==> src/fec_consts.svh <==
// FEC encoder constants

`ifndef FEC_CONSTS_SVH
`define FEC_CONSTS_SVH

// ---------------------------------------------------------
// Block geometry
// ---------------------------------------------------------

// Data bits per block
`define FEC_BLOCK_BITS 96

// Coded bits per block, rate 1/2
`define FEC_CODED_BITS 192

// Width of a bit index inside one block
`define FEC_IDX_BITS 7

// ---------------------------------------------------------
// Convolutional code, K = 7
// ---------------------------------------------------------

// Encoder memory, six previous data bits
`define FEC_STATE_BITS 6

// First tail bit, block bits 90..95 seed the state
`define FEC_TAIL_START 90

// Generators, MSB taps the current bit, LSB taps d(i-6)
`define FEC_G1_OCT 7'o171
`define FEC_G2_OCT 7'o133

`endif

==> src/fec_pkg.sv <==
// FEC encoder shared types

`include "fec_consts.svh"

package fec_pkg;

    // ---------------------------------------------------------
    // Block addressing
    // ---------------------------------------------------------

    // Bit position inside a block, 0..95
    typedef logic [`FEC_IDX_BITS-1:0] fec_bit_idx_t;

    // Ping-pong bank select
    typedef logic fec_bank_t;

    // ---------------------------------------------------------
    // Encoder state and output phase
    // ---------------------------------------------------------

    // Six previous data bits
    // Bit 0 holds d(i-1), bit 5 holds d(i-6)
    typedef logic [`FEC_STATE_BITS-1:0] fec_state_t;

    // Which coded bit of the pair is produced
    // X uses G1, Y uses G2
    typedef enum logic {
        PHASE_X = 1'b0,
        PHASE_Y = 1'b1
    } fec_phase_t;

endpackage

==> src/fec_block_writer.sv <==
// FEC input block writer

`timescale 1ns/10ps

`include "fec_consts.svh"

module fec_block_writer
    import fec_pkg::*;
(
    input  logic         clk_100mhz,
    input  logic         rst_n,
    // Upstream bit stream
    input  logic         i_valid,
    input  logic         i_data,
    output logic         o_ready,
    // Bank status from the buffer
    input  logic [1:0]   i_bank_full,
    // Write port towards the buffer
    output logic         o_wr_en,
    output logic         o_wr_data,
    output fec_bank_t    o_wr_bank,
    output fec_bit_idx_t o_wr_idx,
    output logic         o_commit
);

    // Index of the last bit in a block
    localparam fec_bit_idx_t LAST_IDX = fec_bit_idx_t'(`FEC_BLOCK_BITS - 1);

    fec_bank_t    wr_bank;
    fec_bit_idx_t wr_idx;
    logic         accept;
    logic         commit;

    // ---------------------------------------------------------
    // Handshake
    // ---------------------------------------------------------

    // Only a free bank may take new bits
    assign o_ready = ~i_bank_full[wr_bank];

    // Transfer when valid and ready meet
    assign accept = i_valid & o_ready;

    // Last bit of the block closes it
    assign commit = accept & (wr_idx == LAST_IDX);

    // ---------------------------------------------------------
    // Write port, same cycle as the transfer
    // ---------------------------------------------------------

    assign o_wr_en   = accept;
    assign o_wr_data = i_data;
    assign o_wr_bank = wr_bank;
    assign o_wr_idx  = wr_idx;
    assign o_commit  = commit;

    // ---------------------------------------------------------
    // Bit counter and bank pointer
    // ---------------------------------------------------------

    always_ff @(posedge clk_100mhz or negedge rst_n) begin
        if (!rst_n) begin
            wr_bank <= 1'b0;
            wr_idx  <= '0;
        end else if (commit) begin
            // Block done, move to the other bank
            wr_idx  <= '0;
            wr_bank <= ~wr_bank;
        end else if (accept) begin
            wr_idx <= wr_idx + fec_bit_idx_t'(1);
        end
    end

endmodule

==> src/fec_conv_encoder.sv <==
// FEC convolutional encoder core

`timescale 1ns/10ps

`include "fec_consts.svh"

module fec_conv_encoder
    import fec_pkg::*;
(
    input  logic         clk_100mhz,
    input  logic         rst_n,
    // Read port towards the buffer
    output fec_bank_t    o_rd_bank,
    output fec_bit_idx_t o_rd_idx,
    output logic         o_release,
    input  logic         i_rd_data,
    input  fec_state_t   i_rd_tail,
    input  logic         i_rd_full,
    // Coded output stream
    output logic         o_valid,
    output logic         o_data,
    input  logic         i_ready
);

    localparam fec_bit_idx_t LAST_IDX = fec_bit_idx_t'(`FEC_BLOCK_BITS - 1);

    fec_bank_t    rd_bank;
    fec_bit_idx_t rd_idx;
    // Phase of the next coded bit to register
    fec_phase_t   phase;
    // Y95 sits on the output, its transfer ends the block
    logic         last_q;
    fec_state_t   enc_state;

    logic         xfer;
    logic         load;
    fec_state_t   code_state;
    logic [6:0]   code_poly;
    logic         code_bit;

    // One coded bit, taps ordered {d, s1, s2, .. s6}
    function automatic logic fec_code_bit(input logic d, input fec_state_t s,
                                          input logic [6:0] g);
        logic [6:0] taps;
        taps[6] = d;
        for (int k = 0; k < `FEC_STATE_BITS; k++) begin
            taps[5-k] = s[k];
        end
        return ^(taps & g);
    endfunction

    // ---------------------------------------------------------
    // Handshake and block start
    // ---------------------------------------------------------

    assign xfer = o_valid & i_ready;

    // o_valid low means idle, start as soon as the bank is full
    assign load = ~o_valid & i_rd_full;

    // Freed on the final Y transfer
    assign o_release = xfer & last_q;

    assign o_rd_bank = rd_bank;
    assign o_rd_idx  = rd_idx;

    // ---------------------------------------------------------
    // Coded bit, X0 uses the tail state directly
    // ---------------------------------------------------------

    assign code_state = load ? i_rd_tail : enc_state;
    assign code_poly  = (load || phase == PHASE_X) ? `FEC_G1_OCT : `FEC_G2_OCT;
    assign code_bit   = fec_code_bit(i_rd_data, code_state, code_poly);

    // ---------------------------------------------------------
    // Control
    // ---------------------------------------------------------

    always_ff @(posedge clk_100mhz or negedge rst_n) begin
        if (!rst_n) begin
            rd_bank <= 1'b0;
            rd_idx  <= '0;
            phase   <= PHASE_X;
            last_q  <= 1'b0;
            o_valid <= 1'b0;
        end else if (load) begin
            // X0 goes out next cycle, Y0 follows
            o_valid <= 1'b1;
            phase   <= PHASE_Y;
        end else if (xfer) begin
            if (last_q) begin
                // Block drained, switch banks and go idle
                o_valid <= 1'b0;
                last_q  <= 1'b0;
                rd_bank <= ~rd_bank;
            end else if (phase == PHASE_Y) begin
                // Y registered, step to the next data bit
                phase <= PHASE_X;
                if (rd_idx == LAST_IDX) begin
                    rd_idx <= '0;
                    last_q <= 1'b1;
                end else begin
                    rd_idx <= rd_idx + fec_bit_idx_t'(1);
                end
            end else begin
                phase <= PHASE_Y;
            end
        end
    end

    // ---------------------------------------------------------
    // State and output data
    // ---------------------------------------------------------

    always_ff @(posedge clk_100mhz) begin
        if (load) begin
            enc_state <= i_rd_tail;
        end else if (xfer && !last_q && phase == PHASE_Y) begin
            // Newest bit enters at the bottom
            enc_state <= {enc_state[`FEC_STATE_BITS-2:0], i_rd_data};
        end
        // Output holds while stalled
        if (load || (xfer && !last_q)) begin
            o_data <= code_bit;
        end
    end

endmodule

==> src/fec_encoder_top.sv <==
// FEC tail-biting encoder top

`timescale 1ns/10ps

module fec_encoder_top
    import fec_pkg::*;
(
    input  logic clk_100mhz,
    input  logic rst_n,
    // Data bits in
    input  logic i_valid,
    input  logic i_data,
    output logic o_ready,
    // Coded bits out
    output logic o_valid,
    output logic o_data,
    input  logic i_ready
);

    // ---------------------------------------------------------
    // Writer to buffer
    // ---------------------------------------------------------

    logic         wr_en;
    logic         wr_data;
    fec_bank_t    wr_bank;
    fec_bit_idx_t wr_idx;
    logic         commit;
    logic [1:0]   bank_full;

    // ---------------------------------------------------------
    // Buffer to encoder
    // ---------------------------------------------------------

    fec_bank_t    rd_bank;
    fec_bit_idx_t rd_idx;
    logic         rd_release;
    logic         rd_data;
    fec_state_t   rd_tail;
    logic         rd_full;

    fec_block_writer u_writer (
        .clk_100mhz  (clk_100mhz),
        .rst_n       (rst_n),
        .i_valid     (i_valid),
        .i_data      (i_data),
        .o_ready     (o_ready),
        .i_bank_full (bank_full),
        .o_wr_en     (wr_en),
        .o_wr_data   (wr_data),
        .o_wr_bank   (wr_bank),
        .o_wr_idx    (wr_idx),
        .o_commit    (commit)
    );

    fec_pingpong_buffer u_buffer (
        .clk_100mhz  (clk_100mhz),
        .rst_n       (rst_n),
        .i_wr_en     (wr_en),
        .i_wr_data   (wr_data),
        .i_wr_bank   (wr_bank),
        .i_wr_idx    (wr_idx),
        .i_commit    (commit),
        .o_bank_full (bank_full),
        .i_rd_bank   (rd_bank),
        .i_rd_idx    (rd_idx),
        .i_release   (rd_release),
        .o_rd_data   (rd_data),
        .o_rd_tail   (rd_tail),
        .o_rd_full   (rd_full)
    );

    fec_conv_encoder u_encoder (
        .clk_100mhz (clk_100mhz),
        .rst_n      (rst_n),
        .o_rd_bank  (rd_bank),
        .o_rd_idx   (rd_idx),
        .o_release  (rd_release),
        .i_rd_data  (rd_data),
        .i_rd_tail  (rd_tail),
        .i_rd_full  (rd_full),
        .o_valid    (o_valid),
        .o_data     (o_data),
        .i_ready    (i_ready)
    );

endmodule

==> src/fec_pingpong_buffer.sv <==
// FEC ping-pong block buffer

`timescale 1ns/10ps

`include "fec_consts.svh"

module fec_pingpong_buffer
    import fec_pkg::*;
(
    input  logic         clk_100mhz,
    input  logic         rst_n,
    // Write side, from the block writer
    input  logic         i_wr_en,
    input  logic         i_wr_data,
    input  fec_bank_t    i_wr_bank,
    input  fec_bit_idx_t i_wr_idx,
    input  logic         i_commit,
    output logic [1:0]   o_bank_full,
    // Read side, from the encoder
    input  fec_bank_t    i_rd_bank,
    input  fec_bit_idx_t i_rd_idx,
    input  logic         i_release,
    output logic         o_rd_data,
    output fec_state_t   o_rd_tail,
    output logic         o_rd_full
);

    // Two block-sized banks
    logic [`FEC_BLOCK_BITS-1:0] bank_mem [2];

    // One full flag per bank
    logic [1:0] full_q;
    logic [1:0] set_mask;
    logic [1:0] clr_mask;

    // Bank currently selected for reading
    logic [`FEC_BLOCK_BITS-1:0] rd_word;

    // ---------------------------------------------------------
    // Bank storage
    // ---------------------------------------------------------

    // Single-bit writes, one per accepted input bit
    always_ff @(posedge clk_100mhz) begin
        if (i_wr_en) begin
            bank_mem[i_wr_bank][i_wr_idx] <= i_wr_data;
        end
    end

    // ---------------------------------------------------------
    // Full flags
    // ---------------------------------------------------------

    // Commit marks the write bank, release frees the read bank
    // Both never hit the same bank, the writer skips full banks
    assign set_mask = i_commit  ? (2'b01 << i_wr_bank) : 2'b00;
    assign clr_mask = i_release ? (2'b01 << i_rd_bank) : 2'b00;

    always_ff @(posedge clk_100mhz or negedge rst_n) begin
        if (!rst_n) begin
            full_q <= 2'b00;
        end else begin
            full_q <= (full_q | set_mask) & ~clr_mask;
        end
    end

    assign o_bank_full = full_q;

    // ---------------------------------------------------------
    // Read port, combinational
    // ---------------------------------------------------------

    assign rd_word   = bank_mem[i_rd_bank];
    assign o_rd_data = rd_word[i_rd_idx];
    assign o_rd_full = full_q[i_rd_bank];

    // Tail-biting start state from the block's last six bits
    // Bit 95 is the newest, so it lands in state bit 0
    always_comb begin
        for (int k = 0; k < `FEC_STATE_BITS; k++) begin
            o_rd_tail[k] = rd_word[`FEC_TAIL_START + `FEC_STATE_BITS - 1 - k];
        end
    end

endmodule

==> config.mk <==
export PLATFORM = sky130hd
export DESIGN_NAME = fec_encoder_top
export DESIGN_NICKNAME = d
export VERILOG_FILES = /design/src/fec_pkg.sv /design/src/fec_block_writer.sv /design/src/fec_conv_encoder.sv /design/src/fec_encoder_top.sv /design/src/fec_pingpong_buffer.sv
export VERILOG_INCLUDE_DIRS = /design/src
export SDC_FILE = /design/constraint.sdc
export NUM_CORES = 1
export LEC_CHECK = 0
export ABC_CLOCK_PERIOD_IN_PS = 2390
export BUFFER_PORTS_ARGS = -buffer_cell sky130_fd_sc_hd__buf_4
export CORE_ASPECT_RATIO = 0.5
export CORE_MARGIN = 8
export CORE_UTILIZATION = 50
export CTS_BUF_LIST = sky130_fd_sc_hd__clkbuf_4 sky130_fd_sc_hd__clkbuf_8
export DETAILED_ROUTE_END_ITERATION = 10
export GPL_TIMING_DRIVEN = 0
export PLACE_DENSITY = 0.77
export SLEW_MARGIN = 30
export SYNTH_ARGS = -nofsm -noshare
export SYNTH_HDL_FRONTEND = slang
export SYNTH_SLANG_ARGS = --single-unit
export TNS_END_PERCENT = 10
==> constraint.sdc <==
create_clock -name clk_100mhz -period 2.39 [get_ports clk_100mhz]
set_input_delay 0.3585 -clock clk_100mhz [delete_from_list [all_inputs] [get_ports clk_100mhz]]
set_output_delay 0.3585 -clock clk_100mhz [all_outputs]
set_load 0.03 [all_outputs]
==> flow_summary.toml <==
[status]
status = "finished with violations"
violations = "setup timing"

[worst_setup_path]
worstPathCellList = "buf_4 > buf_4 > mux4_2 > mux2i_1 > nor2_1 > nor2_1 > o311ai_2 > a31oi_2 > a21oi_1"
reg2reg_depth = 9
crit_required_ps = 2700
slowest_delay_ps = 360
crit_arrival_ps = 2880
critPathKind = "reg2reg"
cpLargestDelayFamily = "multiplexers"
slowest_stage = "dfrtp_1"
path_buf_inv = 2
worst_r2r_startpoint = "u_encoder.o_rd_idx[0]"
reg2reg_slack_ps = -180
r2r-end = "u_encoder.enc_state[0]"
worst_setup_path_start_kind = "flip-flop"
critical_path.max_fanout = 10
cp-end-kind = "flip-flop"

[yosys]
synth_xor_area_frac = 0.0150
synth_flop_cell = "edfxtp_1"
synthTopCellsByArea = "edfxtp_1 (60%), mux4_2 (10%), nor2_1 (8.1%)"
syn-num-nets = 758
yosys.area.top_type = "edfxtp_1"
synthArstFlopShare = 0.0955
synth-edff-count = 199
synth_compound_area_frac = 0.0316
ys_seq_area_frac = 0.653
yosysWarnings = 0
synth_top_family_by_area = "simple AND/OR/NAND/NOR gates"
yosysMostFrequentCell = "nor2_1"
synth_adder_area_share = 0.00251
ys_top_cells_by_count = "nor2_1 (216), edfxtp_1 (199), mux4_2 (45), clkbuf_1 (44), nand2_1 (40)"
netlist_area_um2 = 9950
avgSynthCellArea_um2 = 13.3
yosys.cell_types.count = 45
yosys-mux-area-fraction = 0.126
synthCells = 751
yosysTopAreaCellShare = 0.601
synth-simple-area-share = 0.142
synth_seq_cells = 220

[global_route]
grt_pass1_vias = 6516
use_met3 = 0.0440
grt_max_degree = 193
grt_pass1_wl_mm = 37.7
antenna_found_initial = 0
overflow = 0
grt.busiest_layer = "met2"
grt_use_total = 0.199
met2_usage = 0.309
gr-usage-met1 = 0.267

[clock_tree]
htree_levels = 1
clockBufferDepth = 3
root_buffer = "clkbuf_8"
cts_made_buffers = 31
cts_tree = "yes"
path_clk_slew_ps = 70
cts.sink_count = 220
insertion_delay_ps = 570

[sta]
period_share = 1.08
grt_setup_unrepaired = "yes"
skew_ps = 9.63
clock.fmax_ghz = 0.389
slew_headroom = 0.290
hold_slack_ps = 27.2
maxSlewViolCount = 0
hold_viol_final = 0
setup_violations = 13
worstMarginPinSlew_ps = 1070
fin_ws_ps = -181
fin_crit_ps = 2570

[min_path]
worstHoldPathCells = 2
worstHoldStart = "i_ready"
whs_endpoint = "u_buffer.o_bank_full[1]"
hp-class = "in2reg"

[layout]
diodes = 0
stdcell_area_um2 = 11200
syn_to_final_growth_pct = 12.1
nets = 800
fillers = 1473
final_layout_size_suffix_gt1_frac = 0.192

[placement]
portBuffers = 7
dpl_cell_area_um2 = 10300
dpl.hpwl_mm = 15.2
gp_congestion = 0.973

[drt]
dr.first_iter.drc_count = 1149
via_per_inst = 6.15
detail-route-antenna-nets = 0
wl_mm = 25.0
vias = 6628
wire_per_inst_um = 23.2
drt_drc_violations_left = 0
first_pass_iters = 6

[power_and_ir_drop]
power.density_nw_per_um2 = 868
p_sw_frac = 0.317
ir_drop_uv = 481
clock_power_share = 0.290
netSwitchingPower_mw = 3.07
sequentialPowerShare = 0.459
leakage_nw = 3.48
p_int_mw = 6.61
p_comb_frac = 0.251

[flow_run]
maxCapViolCount = 0

[die]
dieArea_um2 = 24900
num_rows = 36
fp.dieW_um = 216
ios = 8
start_util = 0.510
fp.coreArea_um2 = 19500
fp.dieH_um = 116
-- metal layers --
| metal | routed length (um) | part of all wire | vias to the layer above |
|---|---|---|---|
| li1 | - | - | 2810 |
| met1 | 9490 | 0.38 | 3301 |
| met2 | 11000 | 0.44 | 436 |
| met3 | 3230 | 0.13 | 81 |
| met4 | 1300 | 0.052 | 0 |
| met5 | 0 | 0 | - |
-- flip-flops by register name, indices dropped and copies added (netlist names) --
name / flops
u_buffer.bank_mem: 192
u_encoder.o_rd_idx: 7
u_writer.o_wr_idx: 7
u_encoder.enc_state: 6
u_buffer.o_bank_full: 2
u_encoder.last_q: 1
u_encoder.o_data: 1
u_encoder.o_rd_bank: 1
u_encoder.o_valid: 1
u_encoder.phase: 1
u_writer.o_wr_bank: 1
-- cells in the final DEF, fill, tap and decap left out, types with 4 or more instances in the layout --
cell,instances
buf_4,16
nor2_1,213
nand2b_1,7
clkbuf_1,27
nand2_1,39
o21ai_0,15
buf_2,8
nor2b_1,14
mux4_2,45
nand4_1,7
dfrtp_1,21
mux2i_1,16
xnor2_1,11
a21oi_1,8
edfxtp_1,199
clkinv_1,5
a22oi_1,4
nand3_1,20
clkbuf_8,34
buf_1,5
nor3_1,6
xor2_1,6
buf_12,4
clkbuf_4,14
-- cell families after synthesis --
group	Yosys count
flip-flops	220
XOR/XNOR	17
buffers and inverters	63
AND/OR/NAND/NOR	332
AO/OA/AOI/OAI	48
multiplexers	69
adder cells (fa/ha/maj)	2
-- worst max-delay path by stage --
stage,startpoint,end,cells after the start
floorplan,u_writer.o_wr_bank,u_buffer.bank_mem[0][31],8
global placement,u_encoder.o_rd_idx[0],u_encoder.enc_state[0],9
detailed placement,u_encoder.o_rd_idx[0],u_encoder.enc_state[0],9
CTS,u_encoder.o_rd_bank,u_encoder.enc_state[0],8
global route,u_encoder.o_rd_idx[0],u_encoder.enc_state[0],9
finish,u_encoder.o_rd_idx[0],u_encoder.enc_state[0],9
-- what timing repair did --
item                       in CTS  in global routing
pin swaps                       2                  3
hold endpoints to repair       21                  0
gates resized for setup        46                 21
setup endpoints to repair     162                141
hold buffers                    1                  0
setup buffers                   0                  3
-- layout make-up --
type | instances | area (um^2) | share of cell area
sequential | 220 | 6500 | 0.583
multi-input combinational | 468 | 3280 | 0.294
clock buffer | 44 | 543 | 0.0487
buffer | 61 | 372 | 0.0333
tap | 266 | 333 | 0.0298
timing repair buffer | 11 | 92.6 | 0.00830
clock inverter | 8 | 36.3 | 0.00325
-- power by group through the flow --
stage	registers, mW	clock network [mW]	logic, mW
4_1_cts	4.44	2.83	2.31
3_3_place_gp	4.51	0	2.15
5_1_grt	4.46	2.99	2.55
2_1_floorplan	4.51	0	1.45
3_5_place_dp	4.52	0	2.18
6_report	4.45	2.81	2.43
-- stage by stage --
step / utilization / worst slack (ps) / std cells / total power [mW] / setup TNS (ps)
2_1_floorplan: - / 1.11 / 751 / 5.96 / 0
3_3_place_gp: 0.530 / -529 / 1024 / 6.66 / -15780
3_5_place_dp: 0.530 / -544 / 1024 / 6.70 / -30890
4_1_cts: 0.568 / -112 / 1075 / 9.57 / -214
5_1_grt: 0.572 / -228 / 1078 / 10.0 / -2530
6_report: 0.572 / -181 / 1078 / 9.69 / -705
Power figures use the tool's default switching activity.
